File: src/common/sm83_config.svh
`ifndef SM83_CONFIG_SVH
`define SM83_CONFIG_SVH

// Machine-cycle slots per instruction; the last slot closes a failed condition
`define SM83_MAX_CYCLES 6

// Interrupt register addresses inside the I/O window
`define SM83_IF_ADDR 16'hFF0F
`define SM83_IE_ADDR 16'hFFFF

// Register values after reset
`define SM83_PC_RESET 16'h0000
`define SM83_SP_RESET 16'hFFFE

// Interrupt sources and their vector table
`define SM83_IRQ_COUNT 5
`define SM83_VECTOR_BASE 8'h40
`define SM83_IF_UNUSED 3'b111

`endif

File: src/common/sm83_pkg.sv
package sm83_pkg;

  // Clock phase inside one machine cycle
  typedef enum logic [1:0] {T1, T2, T3, T4} t_phase_e;

  typedef enum logic [2:0] {
    ADDR_NONE, ADDR_PC, ADDR_SP, ADDR_HL, ADDR_WZ, ADDR_FF_Z
  } addr_src_e;

  typedef enum logic [1:0] {BUS_NONE, BUS_READ, BUS_WRITE} bus_op_e;

  // Read with REG_NONE is an opcode fetch into IR
  typedef enum logic [3:0] {
    REG_NONE, REG_A, REG_B, REG_H, REG_L, REG_Z, REG_W, REG_PCH, REG_PCL
  } reg_sel_e;

  typedef enum logic [1:0] {IDU_NONE, IDU_INC, IDU_DEC} idu_op_e;

  typedef enum logic [2:0] {
    ALU_NONE, ALU_LD, ALU_INC, ALU_DEC, ALU_ADD, ALU_ADD_REL
  } alu_op_e;

  typedef enum logic [2:0] {
    MISC_NONE, MISC_COND_NZ, MISC_JUMP_WZ, MISC_EI, MISC_DI, MISC_HALT, MISC_RETI,
    MISC_SET_VECTOR
  } misc_op_e;

  // Supported opcode subset
  typedef enum logic [7:0] {
    OP_NOP       = 8'h00,
    OP_DEC_B     = 8'h05,
    OP_LD_B_D8   = 8'h06,
    OP_JR_NZ     = 8'h20,
    OP_LD_HL_D16 = 8'h21,
    OP_INC_A     = 8'h3C,
    OP_LD_A_D8   = 8'h3E,
    OP_HALT      = 8'h76,
    OP_LD_HLM_A  = 8'h77,
    OP_LD_A_HLM  = 8'h7E,
    OP_ADD_A_B   = 8'h80,
    OP_JP_A16    = 8'hC3,
    OP_RETI      = 8'hD9,
    OP_LDH_A8_A  = 8'hE0,
    OP_DI        = 8'hF3,
    OP_EI        = 8'hFB
  } opcode_e;

  typedef struct packed {
    addr_src_e addr_src;
    bus_op_e   bus_op;
    reg_sel_e  bus_reg;
    idu_op_e   idu_op;
    alu_op_e   alu_op;
    reg_sel_e  alu_dst;
    reg_sel_e  alu_src;
    misc_op_e  misc_op;
    logic      last;
  } cycle_word_t;

  typedef struct packed {
    logic [7:0] result;
    logic       z;
    logic       n;
    logic       h;
    logic       c;
  } alu_result_t;

  typedef struct packed {
    logic [15:0] addr;
    logic [7:0]  wdata;
    logic        read_en;
    logic        write_en;
  } bus_req_t;

endpackage

File: src/cpu/microcode_rom.sv
module microcode_rom (
  input  logic [7:0]            opcode,
  input  logic                  dispatch,
  input  logic [2:0]            cycle_idx,
  output sm83_pkg::cycle_word_t cw
);
  import sm83_pkg::*;

  function automatic cycle_word_t bus_cycle(addr_src_e src, bus_op_e op, reg_sel_e r,
                                            idu_op_e idu, misc_op_e misc);
    cycle_word_t w;
    w = '0;
    w.addr_src = src;
    w.bus_op = op;
    w.bus_reg = r;
    w.idu_op = idu;
    w.misc_op = misc;
    return w;
  endfunction

  function automatic cycle_word_t internal(alu_op_e op, reg_sel_e dst, reg_sel_e src,
                                           misc_op_e misc);
    cycle_word_t w;
    w = '0;
    w.alu_op = op;
    w.alu_dst = dst;
    w.alu_src = src;
    w.misc_op = misc;
    return w;
  endfunction

  // Opcode fetch at PC, closes every instruction
  function automatic cycle_word_t fetch_with(alu_op_e op, reg_sel_e dst, reg_sel_e src,
                                             misc_op_e misc);
    cycle_word_t w;
    w = internal(op, dst, src, misc);
    w.addr_src = ADDR_PC;
    w.bus_op = BUS_READ;
    w.idu_op = IDU_INC;
    w.last = 1'b1;
    return w;
  endfunction

  // ====================================================================
  // Control store
  // ====================================================================
  always_comb begin
    if (dispatch) begin
      case (cycle_idx)
        // Undo the prefetch so the pushed PC is the interrupted opcode
        3'd0: cw = bus_cycle(ADDR_PC, BUS_NONE, REG_NONE, IDU_DEC, MISC_NONE);
        3'd1: cw = bus_cycle(ADDR_SP, BUS_NONE, REG_NONE, IDU_DEC, MISC_NONE);
        3'd2: cw = bus_cycle(ADDR_SP, BUS_WRITE, REG_PCH, IDU_DEC, MISC_NONE);
        3'd3: cw = bus_cycle(ADDR_SP, BUS_WRITE, REG_PCL, IDU_NONE, MISC_SET_VECTOR);
        default: cw = fetch_with(ALU_NONE, REG_NONE, REG_NONE, MISC_NONE);
      endcase
    end else begin
      case ({opcode, cycle_idx})
        {OP_NOP, 3'd0}:       cw = fetch_with(ALU_NONE, REG_NONE, REG_NONE, MISC_NONE);
        {OP_LD_A_D8, 3'd0}:   cw = bus_cycle(ADDR_PC, BUS_READ, REG_A, IDU_INC, MISC_NONE);
        {OP_LD_B_D8, 3'd0}:   cw = bus_cycle(ADDR_PC, BUS_READ, REG_B, IDU_INC, MISC_NONE);
        {OP_LD_HL_D16, 3'd0}: cw = bus_cycle(ADDR_PC, BUS_READ, REG_L, IDU_INC, MISC_NONE);
        {OP_LD_HL_D16, 3'd1}: cw = bus_cycle(ADDR_PC, BUS_READ, REG_H, IDU_INC, MISC_NONE);
        {OP_LD_HLM_A, 3'd0}:  cw = bus_cycle(ADDR_HL, BUS_WRITE, REG_A, IDU_NONE, MISC_NONE);
        {OP_LD_A_HLM, 3'd0}:  cw = bus_cycle(ADDR_HL, BUS_READ, REG_Z, IDU_NONE, MISC_NONE);
        {OP_LD_A_HLM, 3'd1}:  cw = fetch_with(ALU_LD, REG_A, REG_Z, MISC_NONE);
        {OP_LDH_A8_A, 3'd0}:  cw = bus_cycle(ADDR_PC, BUS_READ, REG_Z, IDU_INC, MISC_NONE);
        {OP_LDH_A8_A, 3'd1}:  cw = bus_cycle(ADDR_FF_Z, BUS_WRITE, REG_A, IDU_NONE, MISC_NONE);
        {OP_INC_A, 3'd0}:     cw = fetch_with(ALU_INC, REG_A, REG_NONE, MISC_NONE);
        {OP_DEC_B, 3'd0}:     cw = fetch_with(ALU_DEC, REG_B, REG_NONE, MISC_NONE);
        {OP_ADD_A_B, 3'd0}:   cw = fetch_with(ALU_ADD, REG_A, REG_B, MISC_NONE);
        {OP_JP_A16, 3'd0}:    cw = bus_cycle(ADDR_PC, BUS_READ, REG_Z, IDU_INC, MISC_NONE);
        {OP_JP_A16, 3'd1}:    cw = bus_cycle(ADDR_PC, BUS_READ, REG_W, IDU_INC, MISC_NONE);
        {OP_JP_A16, 3'd2}:    cw = internal(ALU_NONE, REG_NONE, REG_NONE, MISC_JUMP_WZ);
        // Failed condition continues at the closing slot
        {OP_JR_NZ, 3'd0}:     cw = bus_cycle(ADDR_PC, BUS_READ, REG_Z, IDU_INC, MISC_COND_NZ);
        {OP_JR_NZ, 3'd1}:     cw = internal(ALU_ADD_REL, REG_PCL, REG_Z, MISC_NONE);
        {OP_EI, 3'd0}:        cw = fetch_with(ALU_NONE, REG_NONE, REG_NONE, MISC_EI);
        {OP_DI, 3'd0}:        cw = fetch_with(ALU_NONE, REG_NONE, REG_NONE, MISC_DI);
        {OP_HALT, 3'd0}:      cw = fetch_with(ALU_NONE, REG_NONE, REG_NONE, MISC_HALT);
        {OP_RETI, 3'd0}:      cw = bus_cycle(ADDR_SP, BUS_READ, REG_Z, IDU_INC, MISC_NONE);
        {OP_RETI, 3'd1}:      cw = bus_cycle(ADDR_SP, BUS_READ, REG_W, IDU_INC, MISC_NONE);
        {OP_RETI, 3'd2}:      cw = internal(ALU_NONE, REG_NONE, REG_NONE, MISC_RETI);
        // Closing fetch of each instruction and every unknown opcode
        default:              cw = fetch_with(ALU_NONE, REG_NONE, REG_NONE, MISC_NONE);
      endcase
    end
  end

endmodule

File: src/cpu/alu_idu.sv
module alu_idu (
  input  sm83_pkg::alu_op_e     alu_op,
  input  logic [7:0]            alu_a,
  input  logic [7:0]            alu_b,
  input  logic [3:0]            alu_flags_in,
  output sm83_pkg::alu_result_t alu_res,
  input  sm83_pkg::idu_op_e     idu_op,
  input  logic [15:0]           idu_in,
  output logic [15:0]           idu_out
);
  import sm83_pkg::*;

  logic [7:0] res;
  logic [8:0] sum;
  logic [4:0] half;

  // Flags in F order z, n, h, c
  always_comb begin
    sum = {1'b0, alu_a} + {1'b0, alu_b};
    half = {1'b0, alu_a[3:0]} + {1'b0, alu_b[3:0]};
    res = alu_a;
    {alu_res.z, alu_res.n, alu_res.h, alu_res.c} = alu_flags_in;
    case (alu_op)
      ALU_LD: res = alu_b;
      ALU_INC: begin
        res = alu_a + 8'd1;
        alu_res.z = (res == 8'h00);
        alu_res.n = 1'b0;
        alu_res.h = (alu_a[3:0] == 4'hF);
      end
      ALU_DEC: begin
        res = alu_a - 8'd1;
        alu_res.z = (res == 8'h00);
        alu_res.n = 1'b1;
        alu_res.h = (alu_a[3:0] == 4'h0);
      end
      ALU_ADD: begin
        res = sum[7:0];
        alu_res.z = (res == 8'h00);
        alu_res.n = 1'b0;
        alu_res.h = half[4];
        alu_res.c = sum[8];
      end
      // Low byte only, JR leaves the flags alone
      ALU_ADD_REL: res = sum[7:0];
      default: ;
    endcase
    alu_res.result = res;
  end

  // 16-bit path, also carries the full PC + e8 for JR
  always_comb begin
    if (alu_op == ALU_ADD_REL) begin
      idu_out = idu_in + {{8{alu_b[7]}}, alu_b};
    end else begin
      case (idu_op)
        IDU_INC: idu_out = idu_in + 16'd1;
        IDU_DEC: idu_out = idu_in - 16'd1;
        default: idu_out = idu_in;
      endcase
    end
  end

endmodule

File: src/cpu/cpu_core.sv
`include "sm83_config.svh"

module cpu_core (
  input  logic                  clk,
  input  logic                  reset,
  output sm83_pkg::bus_req_t    core_bus,
  input  logic [7:0]            core_rdata,
  input  sm83_pkg::cycle_word_t cw,
  output logic [7:0]            opcode,
  output logic                  dispatch,
  output logic [2:0]            cycle_idx,
  output sm83_pkg::alu_op_e     alu_op,
  output logic [7:0]            alu_a,
  output logic [7:0]            alu_b,
  output logic [3:0]            alu_flags_in,
  input  sm83_pkg::alu_result_t alu_res,
  output sm83_pkg::idu_op_e     idu_op,
  output logic [15:0]           idu_in,
  input  logic [15:0]           idu_out,
  input  logic                  irq_pending,
  input  logic [2:0]            irq_index,
  output logic                  irq_ack
);
  import sm83_pkg::*;

  localparam logic [2:0] CLOSE_SLOT = 3'(`SM83_MAX_CYCLES - 1);

  t_phase_e    phase;
  logic [15:0] pc, sp, addr_val, bus_addr;
  logic [7:0]  a, b, h, l, w, z, ir, bus_wdata;
  logic [3:0]  flags;
  logic        ime, halted, rd_en, wr_en;
  logic [2:0]  vec_idx;
  logic        ime_now, at_end, enter_irq, cond_fail, alu_wb;

  function automatic logic [7:0] reg_read(reg_sel_e r);
    case (r)
      REG_A:   return a;
      REG_B:   return b;
      REG_H:   return h;
      REG_L:   return l;
      REG_W:   return w;
      REG_Z:   return z;
      REG_PCH: return pc[15:8];
      REG_PCL: return pc[7:0];
      default: return 8'h00;
    endcase
  endfunction

  always_comb begin
    case (cw.addr_src)
      ADDR_PC:   addr_val = pc;
      ADDR_SP:   addr_val = sp;
      ADDR_HL:   addr_val = {h, l};
      ADDR_WZ:   addr_val = {w, z};
      ADDR_FF_Z: addr_val = {8'hFF, z};
      default:   addr_val = 16'h0000;
    endcase
  end

  // IME as it stands once this cycle retires
  always_comb begin
    case (cw.misc_op)
      MISC_EI: ime_now = 1'b1;
      MISC_DI: ime_now = 1'b0;
      default: ime_now = ime;
    endcase
  end

  assign at_end    = (phase == T4) && cw.last;
  assign enter_irq = irq_pending && (halted ? ime : (at_end && ime_now));
  assign cond_fail = (cw.misc_op == MISC_COND_NZ) && flags[3];
  assign alu_wb    = cw.alu_op inside {ALU_LD, ALU_INC, ALU_DEC, ALU_ADD};
  assign irq_ack   = enter_irq;

  assign core_bus     = '{addr: bus_addr, wdata: bus_wdata, read_en: rd_en, write_en: wr_en};
  assign alu_op       = cw.alu_op;
  assign alu_flags_in = flags;
  assign idu_op       = cw.idu_op;
  assign idu_in       = (cw.alu_op == ALU_ADD_REL) ? pc : addr_val;

  // ALU operands picked from the register file
  always_comb begin
    alu_a = reg_read(cw.alu_dst);
    alu_b = reg_read(cw.alu_src);
  end

  // ====================================================================
  // Sequencer, PC/SP and interrupt entry
  // ====================================================================
  always_ff @(posedge clk or posedge reset) begin
    if (reset) begin
      phase <= T1;
      cycle_idx <= '0;
      opcode <= 8'h00;
      dispatch <= 1'b0;
      pc <= `SM83_PC_RESET;
      sp <= `SM83_SP_RESET;
      ime <= 1'b0;
      halted <= 1'b0;
      rd_en <= 1'b0;
      wr_en <= 1'b0;
    end else if (halted) begin
      // Any pending source wakes the core and IME only decides on dispatch
      if (irq_pending) halted <= 1'b0;
      if (enter_irq) begin
        dispatch <= 1'b1;
        ime <= 1'b0;
      end
    end else begin
      case (phase)
        T1: phase <= T2;
        T2: begin
          rd_en <= (cw.bus_op == BUS_READ);
          wr_en <= (cw.bus_op == BUS_WRITE);
          phase <= T3;
        end
        T3: phase <= T4;
        T4: begin
          rd_en <= 1'b0;
          wr_en <= 1'b0;
          phase <= T1;
          if (cw.idu_op != IDU_NONE && cw.addr_src == ADDR_PC) pc <= idu_out;
          if (cw.idu_op != IDU_NONE && cw.addr_src == ADDR_SP) sp <= idu_out;
          if (cw.alu_op == ALU_ADD_REL) pc <= idu_out;
          case (cw.misc_op)
            MISC_JUMP_WZ: pc <= {w, z};
            MISC_RETI: begin
              pc <= {w, z};
              ime <= 1'b1;
            end
            MISC_EI: ime <= 1'b1;
            MISC_DI: ime <= 1'b0;
            MISC_SET_VECTOR: pc <= {8'h00, `SM83_VECTOR_BASE + {2'b00, vec_idx, 3'b000}};
            default: ;
          endcase
          if (cond_fail) begin
            cycle_idx <= CLOSE_SLOT;
          end else if (cw.last) begin
            cycle_idx <= '0;
            opcode <= ir;
            dispatch <= enter_irq;
            if (enter_irq) ime <= 1'b0;
            if (cw.misc_op == MISC_HALT && !irq_pending) halted <= 1'b1;
          end else begin
            cycle_idx <= cycle_idx + 3'd1;
          end
        end
        default: phase <= T1;
      endcase
    end
  end

  // Register file and bus payload
  always_ff @(posedge clk) begin
    if (enter_irq) vec_idx <= irq_index;
    if (!halted) begin
      case (phase)
        T1: bus_addr <= addr_val;
        T2: if (cw.bus_op == BUS_WRITE) bus_wdata <= reg_read(cw.bus_reg);
        T3: begin
          if (cw.bus_op == BUS_READ) begin
            case (cw.bus_reg)
              REG_NONE: ir <= core_rdata;
              REG_A:    a <= core_rdata;
              REG_B:    b <= core_rdata;
              REG_H:    h <= core_rdata;
              REG_L:    l <= core_rdata;
              REG_W:    w <= core_rdata;
              REG_Z:    z <= core_rdata;
              default:  ;
            endcase
          end
        end
        T4: begin
          if (cw.idu_op != IDU_NONE && cw.addr_src == ADDR_HL) {h, l} <= idu_out;
          if (cw.idu_op != IDU_NONE && cw.addr_src == ADDR_WZ) {w, z} <= idu_out;
          if (alu_wb) begin
            case (cw.alu_dst)
              REG_A:   a <= alu_res.result;
              REG_B:   b <= alu_res.result;
              REG_H:   h <= alu_res.result;
              REG_L:   l <= alu_res.result;
              REG_W:   w <= alu_res.result;
              REG_Z:   z <= alu_res.result;
              default: ;
            endcase
          end
          if (cw.alu_op inside {ALU_INC, ALU_DEC, ALU_ADD}) begin
            flags <= {alu_res.z, alu_res.n, alu_res.h, alu_res.c};
          end
        end
        default: ;
      endcase
    end
  end

  // Strobes only in T3 and T4, with the address held since T1
  bus_strobe_window: assert property (@(posedge clk) disable iff (reset)
    (core_bus.read_en || core_bus.write_en) |->
      (phase inside {T3, T4}) && $stable(core_bus.addr));

endmodule

File: src/source/interrupt_io.sv
`include "sm83_config.svh"

module interrupt_io (
  input  logic               clk,
  input  logic               reset,
  input  sm83_pkg::bus_req_t core_bus,
  output logic [7:0]         core_rdata,
  output sm83_pkg::bus_req_t mem_bus,
  input  logic [7:0]         mem_rdata,
  input  logic               vblank_req,
  input  logic               stat_req,
  input  logic               timer_req,
  input  logic               serial_req,
  input  logic               joypad_req,
  output logic               irq_pending,
  output logic [2:0]         irq_index,
  input  logic               irq_ack
);
  import sm83_pkg::*;

  logic [`SM83_IRQ_COUNT-1:0] if_q, if_next, req, pending;
  logic [7:0]                 ie_q;
  logic                       hit_if, hit_ie;

  // Bit order is priority order, vblank first
  assign req    = {joypad_req, serial_req, timer_req, stat_req, vblank_req};
  assign hit_if = (core_bus.addr == `SM83_IF_ADDR);
  assign hit_ie = (core_bus.addr == `SM83_IE_ADDR);

  always_comb begin
    if_next = if_q;
    if (core_bus.write_en && hit_if) if_next = core_bus.wdata[`SM83_IRQ_COUNT-1:0];
    if (irq_ack) if_next[irq_index] = 1'b0;
    // New requests win over an acknowledge in the same clock
    if_next = if_next | req;
  end

  always_ff @(posedge clk or posedge reset) begin
    if (reset) begin
      if_q <= '0;
      ie_q <= 8'h00;
    end else begin
      if_q <= if_next;
      if (core_bus.write_en && hit_ie) ie_q <= core_bus.wdata;
    end
  end

  // Register window is kept off the external bus
  always_comb begin
    mem_bus = core_bus;
    if (hit_if || hit_ie) begin
      mem_bus.read_en = 1'b0;
      mem_bus.write_en = 1'b0;
    end
  end

  assign core_rdata = hit_if ? {`SM83_IF_UNUSED, if_q} : (hit_ie ? ie_q : mem_rdata);

  assign pending     = if_q & ie_q[`SM83_IRQ_COUNT-1:0];
  assign irq_pending = |pending;

  always_comb begin
    irq_index = 3'd0;
    for (int i = `SM83_IRQ_COUNT - 1; i >= 0; i--) begin
      if (pending[i]) irq_index = 3'(i);
    end
  end

  ack_needs_pending: assert property (@(posedge clk) disable iff (reset)
    irq_ack |-> irq_pending);

endmodule

File: src/source/sm83_top.sv
module sm83_top (
  input  logic               clk,
  input  logic               reset,
  output sm83_pkg::bus_req_t mem_bus,
  input  logic [7:0]         mem_rdata,
  input  logic               vblank_req,
  input  logic               stat_req,
  input  logic               timer_req,
  input  logic               serial_req,
  input  logic               joypad_req
);
  import sm83_pkg::*;

  // Core to interrupt unit
  bus_req_t    core_bus;
  logic [7:0]  core_rdata;
  logic        irq_pending;
  logic [2:0]  irq_index;
  logic        irq_ack;

  // Sequencer to control store
  cycle_word_t cw;
  logic [7:0]  opcode;
  logic        dispatch;
  logic [2:0]  cycle_idx;

  // Datapath
  alu_op_e     alu_op;
  logic [7:0]  alu_a;
  logic [7:0]  alu_b;
  logic [3:0]  alu_flags_in;
  alu_result_t alu_res;
  idu_op_e     idu_op;
  logic [15:0] idu_in;
  logic [15:0] idu_out;

  cpu_core u_core (.*);

  microcode_rom u_rom (.*);

  alu_idu u_alu (.*);

  interrupt_io u_irq (.*);

endmodule

File: config.mk
export PLATFORM = sky130hd
export DESIGN_NAME = sm83_top
export DESIGN_NICKNAME = d
export VERILOG_FILES = /design/src/common/sm83_pkg.sv /design/src/cpu/microcode_rom.sv /design/src/cpu/alu_idu.sv /design/src/cpu/cpu_core.sv /design/src/source/interrupt_io.sv /design/src/source/sm83_top.sv
export VERILOG_INCLUDE_DIRS = /design/src /design/src/common
export SDC_FILE = /design/constraint.sdc
export NUM_CORES = 1
export LEC_CHECK = 0
export ABC_AREA = 1
export BUFFER_PORTS_ARGS = -buffer_cell sky130_fd_sc_hd__buf_2
export CAP_MARGIN = 0
export CORE_ASPECT_RATIO = 0.8
export CORE_UTILIZATION = 55
export DETAILED_ROUTE_END_ITERATION = 8
export PLACE_DENSITY = 0.75
export SLEW_MARGIN = 15
export SYNTH_ARGS = -nofsm -noshare
export SYNTH_HDL_FRONTEND = slang
export SYNTH_SLANG_ARGS = --single-unit
File: constraint.sdc
create_clock -name clk -period 5 [get_ports clk]
set_clock_uncertainty 0.1 [all_clocks]
set_input_delay 0.25 -clock clk [delete_from_list [all_inputs] [get_ports clk]]
set_output_delay 0.25 -clock clk [all_outputs]
set_load 0.02 [all_outputs]
# Yosys cells after proc, flatten, opt, wreduce, memory -nomap -nowiden

Cells that the tools add are included.
W data, S select, Z words.

Register bits: 149
Input port bits: 15
Logic and storage cells: 266

$add $sub $neg: 9
$lt $le $gt $ge: 2
Equal/unequal tests: 89
Muxes and demuxes: 86
Bitwise logic cells: 6
Reduce and logical (&&, ||, !) cells: 51

Operator list:

| operator               | number |
|---|---|
| $pmux W26 S22          | 1 |
| $mux W8                | 30 |
| $pmux W8 S8            | 3 |
| $eq A11 B11 Y1 const B | 11 |
| $pmux W25 S4           | 1 |
| $pmux W8 S2            | 6 |
| $pmux W16 S5           | 1 |
| $eq A11 B9 Y1 const B  | 6 |
| $mux W16               | 4 |
| $pmux W16 S2           | 2 |
| $eq A4 B3 Y1 const B   | 12 |
| $eq A11 B10 Y1 const B | 4 |
| $eq A16 B16 Y1 const B | 2 |
| $pmux W8 S4            | 1 |
| $reduce_and A4 Y1      | 7 |
| $mux W26               | 1 |
| $eq A3 B2 Y1 const B   | 8 |
| $eq A3 B3 Y1 const B   | 8 |
| $eq A4 B2 Y1 const B   | 6 |
| $logic_not A8 Y1       | 3 |
| $eq A11 B6 Y1 const B  | 2 |
| $mux W3                | 7 |
| $mux W1                | 19 |
| $ne A2 B2 Y1 const B   | 9 |
| other kinds (41)       | 89 |

# Depth between registers and ports, before layout

Depth in word-level cells: 14
Depth in mapped cells: 43
Mapped depth without buffers: 42

# Modules after synthesis

Synthesis repeated with hierarchy kept, for this count alone.

Cell total of the unflattened synthesis: 2231
Area total of the unflattened synthesis: 14189.9 um2

By module, submodules not included:

| module        | instances | cells each | area an instance (um2) |
|---|---|---|---|
| cpu_core      | 1         | 1161       | 8569.5 |
| alu_idu       | 1         | 616        | 3165.5 |
| interrupt_io  | 1         | 194        | 1233.7 |
| microcode_rom | 1         | 260        | 1221.2 |

# Least setup slack after synthesis

OpenSTA, ideal clock, no wires.

Kind: register to register
From: register u_core.cycle_idx[0]
To: register u_core.h[7], data pin
Library setup time: 0.259 ns
Data arrival time: 4.786 ns
Setup slack: -0.145 ns
Cell stages (with the launch flop): 39
Path buffers: 3
Period minus slack after synthesis: 5.145 ns
Path through: dfrtp_1 inv_1 ha_1 nand2_2 nor2_4 nand3_1 inv_2 nor2_1 nand2_2 nor2_4 a21oi_4 nand3_4 buf_6 buf_2 clkbuf_1 a21boi_0 inv_1 ha_1 [3 not listed] nand2_1 nand2_1 nand2_1 nand2_1 nand2_1 nand2_1 inv_1 nand2_1 nand2_1 inv_1 o21a_1 o21ai_0 a21boi_0 or2_0 nand3_1 nand2_1 nand2_1 a21oi_1

Word-level cells in the longest chain between the ends: 14
Elaborated cells between the ends (all ways): 80
Those cells by class: 6 x add/sub; 54 x eq/ne; 14 x mux; 6 x reduce/logical

RTL lines:

| item                                                      | line                         | source |
|---|---|---|
| start: declaration                                        | cpu_core.sv:11               | `output logic [2:0] cycle_idx,` |
| start signal: assignment                                  | cpu_core.sv:146              | `cycle_idx <= cycle_idx + 3'd1;` |
| $eq A11 B11 Y1                                            | microcode_rom.sv:58          | `case ({opcode, cycle_idx})` |
| $reduce_or A2 Y1 (no line)                                | -                            |  |
| $pmux W26 S22                                             | microcode_rom.sv:58          |  |
| $mux W26 *                                                | microcode_rom.sv:48          | `if (dispatch) begin` |
| $eq A3 B3 Y1 (tied with other cells)                      | cpu_core.sv:51               | `case (cw.addr_src)` |
| $pmux W16 S5                                              | cpu_core.sv:51               |  |
| $mux W16                                                  | cpu_core.sv:80               | `assign idu_in = (cw.alu_op == ALU_ADD_REL) ? pc : addr_val;` |
| $sub A16 B1 Y16 / $add A16 B1 Y16 (equally long branches) | alu_idu.sv:58, alu_idu.sv:57 |  |
| $pmux W16 S2                                              | alu_idu.sv:56                | `case (idu_op)` |
| $mux W16                                                  | alu_idu.sv:53                | `if (alu_op == ALU_ADD_REL) begin` |
| $mux W8                                                   | cpu_core.sv:176              | `if (cw.idu_op != IDU_NONE && cw.addr_src == ADDR_HL) {h, l} <= idu_out;` |
| $mux W8                                                   | cpu_core.sv:179              | `case (cw.alu_dst)` |
| $mux W8 *                                                 | cpu_core.sv:178              | `if (alu_wb) begin` |
| $pmux W8 S2 *                                             | cpu_core.sv:158              | `case (phase)` |
| end signal: assignment                                    | cpu_core.sv:167              | `REG_H: h <= core_rdata;` |
| end signal: assignment                                    | cpu_core.sv:176              |  |
| end signal: assignment                                    | cpu_core.sv:182              | `REG_H: h <= alu_res.result;` |
| end: declaration                                          | cpu_core.sv:30               | `logic [7:0] a, b, h, l, w, z, ir, bus_wdata;` |

Mark *: on every way between the ends. The rest lies on a longest branch, timed or not.
A chain may end at the register's enable or synchronous reset.

# Final worst setup path

From: register u_core.opcode[7]
To: register u_core.h[6], data pin

Word-level cells in the longest chain between the ends: 14
Elaborated cells between the ends (all ways): 75
Those cells by class: 6 x add/sub; 51 x eq/ne; 13 x mux; 5 x reduce/logical

RTL lines:

| item                                                      | line                         | source |
|---|---|---|
| start: declaration                                        | cpu_core.sv:9                | `output logic [7:0] opcode,` |
| start signal: assignment                                  | cpu_core.sv:141              | `opcode <= ir;` |
| $eq A11 B11 Y1                                            | microcode_rom.sv:58          |  |
| $reduce_or A2 Y1 (no line)                                | -                            |  |
| $pmux W26 S22 *                                           | microcode_rom.sv:58          |  |
| $mux W26 *                                                | microcode_rom.sv:48          |  |
| $eq A3 B3 Y1 (tied with other cells)                      | cpu_core.sv:51               |  |
| $pmux W16 S5 *                                            | cpu_core.sv:51               |  |
| named net u_core.addr_val[2]                              | cpu_core.sv:29               | `logic [15:0] pc, sp, addr_val, bus_addr;` |
| $mux W16 *                                                | cpu_core.sv:80               |  |
| $sub A16 B1 Y16 / $add A16 B1 Y16 (equally long branches) | alu_idu.sv:58, alu_idu.sv:57 |  |
| $pmux W16 S2                                              | alu_idu.sv:56                |  |
| $mux W16 *                                                | alu_idu.sv:53                |  |
| $mux W8 *                                                 | cpu_core.sv:176              |  |
| $mux W8                                                   | cpu_core.sv:179              |  |
| $mux W8 *                                                 | cpu_core.sv:178              |  |
| $pmux W8 S2 *                                             | cpu_core.sv:158              |  |

The timed path passes the listed nets; every way through them passes the cells marked *.

==> impl_metrics.yaml <==
setup_path:
  r2r-end: "u_core.h[6]"
  arrival_ps: 5000
  cp_top_family: "simple AND/OR/NAND/NOR gates"
  crit_type: "flip-flop to flip-flop"
  reg2reg_slack_ps: 70
  end_kind: "flip-flop"
  cp_common_cell: "nand2_1"
  slowest_stage: "dfrtp_1"
  rr_worst_depth: 40
  worstPathMaxFanout: 6
  path_buf_inv: 4
  reg2reg_from: "u_core.opcode[7]"
  critical-path-max-stage-delay_ps: 450
  crit_required_ps: 5070
  worstSetupStartpointType: "flip-flop"
yosys:
  synth_top_family_by_area: "simple AND/OR/NAND/NOR gates"
  synthCells: 1454
  synthSimpleGateAreaFrac: 0.263
  synth_compound_area_frac: 0.173
  syn_area_um2: 11000
  synth_fa_ha_area_frac: 0.0636
  synth_top_area_frac: 0.230
  synth_largest_area_cell: "edfxtp_1"
  syn_nets: 1523
  synth.top_cells.by_area: "edfxtp_1 23%, nand2_1 13%, dfrtp_1 11%"
  synth-edff-count: 84
  yosys-top-cells-count: "369 x nand2_1, 185 x inv_1, 123 x nor2_1"
  yosys_most_used_dff: "edfxtp_1"
  ys_seq_area_frac: 0.375
  synth-seq-cells: 147
  yosys.cell_types.count: 62
  synthArstFlopShare: 0.429
  synthMuxAreaShare: 0.0128
  synth_warnings: 0
  yosysMostFrequentCell: "nand2_1"
  synth_xor_xnor_area_share: 0.0287
  post_synth.cell_area_avg_um2: 7.55
sta:
  rsz0062_at_grt: "yes"
  layout_min_cycle_time_ps: 4930
  setup_violations: 0
  period_share: 0.987
  slew_viol_final: 0
  worstMarginPinSlew_ps: 1180
  hold_violations: 0
  relSlewSlack: 0.209
  worst_slack_ps: 66.8
  max_freq_mhz: 203
cells_and_area:
  post-route-util: 0.696
  stdcell_area_um2: 13400
  fill_cells: 1579
  seq_area_um2: 4120
  insertedDiodeCount: 0
  multi_input_area_um2: 6380
  finalNetCount: 1681
  instances_no_fill: 1883
  layout-drive-gt1-share: 0.229
  syn2layout_area_growth_pct: 22.2
hold_path:
  hold_path_end: "u_core.ir[6]"
  hold_depth: 3
  holdCritPathClass: "input pin to flip-flop"
  hold_start: "mem_rdata[6]"
flow_run:
  maxCapViolCount: 0
floorplan:
  die_h_um: 128
  start_util: 0.570
  coreArea_um2: 19300
  die_x_um: 160
  num_io_pins: 41
  dieArea_um2: 20500
  rows: 45
pwr:
  vdd_drop_max_mv: 0.218
  p_leak_nw: 6.40
  power_mw: 2.69
  power.density_nw_per_um2: 200
global_route:
  grt_pass1_vias: 10200
  grt_max_degree: 64
  antenna_found_initial: 2
  grtUsageTotal: 0.398
  grt_pass1_wl_um: 60700
  grt_overflow: 0
detailed_routing:
  vias: 11600
  drt-total-wl_um: 41400
  via_per_inst: 6.14
  final_antenna_net_count: 0
  drc: 0
  wire_per_inst_um: 22.0
  dr.pass1.iters: 7
  first_iter_violations: 1867
clock_tree:
  cts-buffers-inserted: 17
  clock_latency_ps: 440
  clockBufferDepth: 2
  path_clk_slew_ps: 80
  cts_sinks: 147
  root_buffer: "clkbuf_16"
  cts_tree: "yes"
  cts.htree.levels: 4
placement:
  globalplace.congestion: 0.989
  dpl_worst_slack_ps: -92.0
  placed_cells: 1827
  place_hpwl_um: 31700
  port_buffers: 40
  placed_area_um2: 12100
outcome:
  status: "complete, no violations"
[layer usage]
layer / part of all wire / up-vias / global-route usage
met5: 0 / - / 0.0227
met4: 0.028 / 0 / 0.105
met3: 0.14 / 96 / 0.132
met2: 0.42 / 814 / 0.571
met1: 0.42 / 5394 / 0.573
li1: - / 5260 / -
[worst max path at each step]
stage | start | to | slack, ps | depth (start not counted)
2_1_floorplan | u_core.cycle_idx[0] | u_core.h[7] | 4 | 38
3_3_place_gp | u_core.cycle_idx[0] | u_core.h[6] | -70 | 40
3_5_place_dp | u_core.cycle_idx[0] | u_core.h[6] | -90 | 40
4_1_cts | u_core.cycle_idx[0] | u_core.h[7] | 0.3 | 41
5_1_grt | u_core.cycle_idx[0] | u_core.w[7] | -200 | 41
6_report | u_core.opcode[7] | u_core.h[6] | 70 | 40
[where the power goes]
group          internal, mW  leakage, nW         switching (mW)
logic                0.0140         4.58                 0.0334
registers              1.28         1.52  0.0000000000000000127
clock network         0.749        0.304                  0.610
total                  2.04         6.40                  0.644
[cell families (layout without fill, tap and decap cells)]
kind of cell	count (synthesis)	after routing
simple gates	671	672
compound gates	298	298
buf+inv	235	405
flops	147	147
fa+ha+maj	54	54
xor+xnor	36	36
mux	13	13
[cells in the final DEF, fill, tap and decap left out, drive strengths merged, types with 22 or more instances in the layout]
master / instances
nand2: 387
inv: 210
buf: 163
nor2: 138
nand3: 97
o21ai: 91
a21oi: 86
edfxtp: 84
ha: 51
dfrtp: 48
o22ai: 25
nor3: 22
[through the flow]
stage / hold WS, ps / TNS, ps
final: 80.2 / 0
after global routing: 90.7 / -1760
after CTS: 72.8 / 0
after detailed placement: 345 / -337
after global placement: 337 / -144
after floorplan: 242 / 0
[repair_timing]
action                                 4_1_cts  5_1_grt
cloned                                       1        0
setup buffers                                0       17
pin swaps                                    1       47
setup endpoints to repair                   13       35
endpoints found under the hold margin        8        0
gates resized for setup                      8      113
hold buffers                                 6        0
[registers in the layout, summed over array words and instances, names as in the netlist, 2 cells and up]
signal and flops:
u_irq.if_q 5, u_core.cycle_idx 3, u_core.pc 16, u_core.ir 8, u_core.vec_idx 3, u_core.l 8
u_core.w 8, u_core.b 8, u_core.phase 2, u_core.bus_wdata 8, u_core.h 8, u_irq.ie_q 8
u_core.a 8, u_core.sp 16, u_core.bus_addr 16, u_core.z 8, u_core.opcode 8
[worst register-to-register path, delay by kind of cell, from the launching register on]
family	cells	cell delay [ps]
simple gates	30	2890
buf+inv	4	410
fa+ha+maj	1	300
flops	1	450
compound gates	5	530
[cell type report]
| cell class | instances | share of cell area |
|---|---|---|
| multi-input combinational | 1073 | 0.476 |
| clock buffer | 18 | 0.0336 |
| timing repair buffer | 169 | 0.0891 |
| sequential | 147 | 0.307 |
| tap | 258 | 0.0241 |
| clock inverter | 14 | 0.0131 |
| inverter | 204 | 0.0573 |
Power figures use the tool's default switching activity.
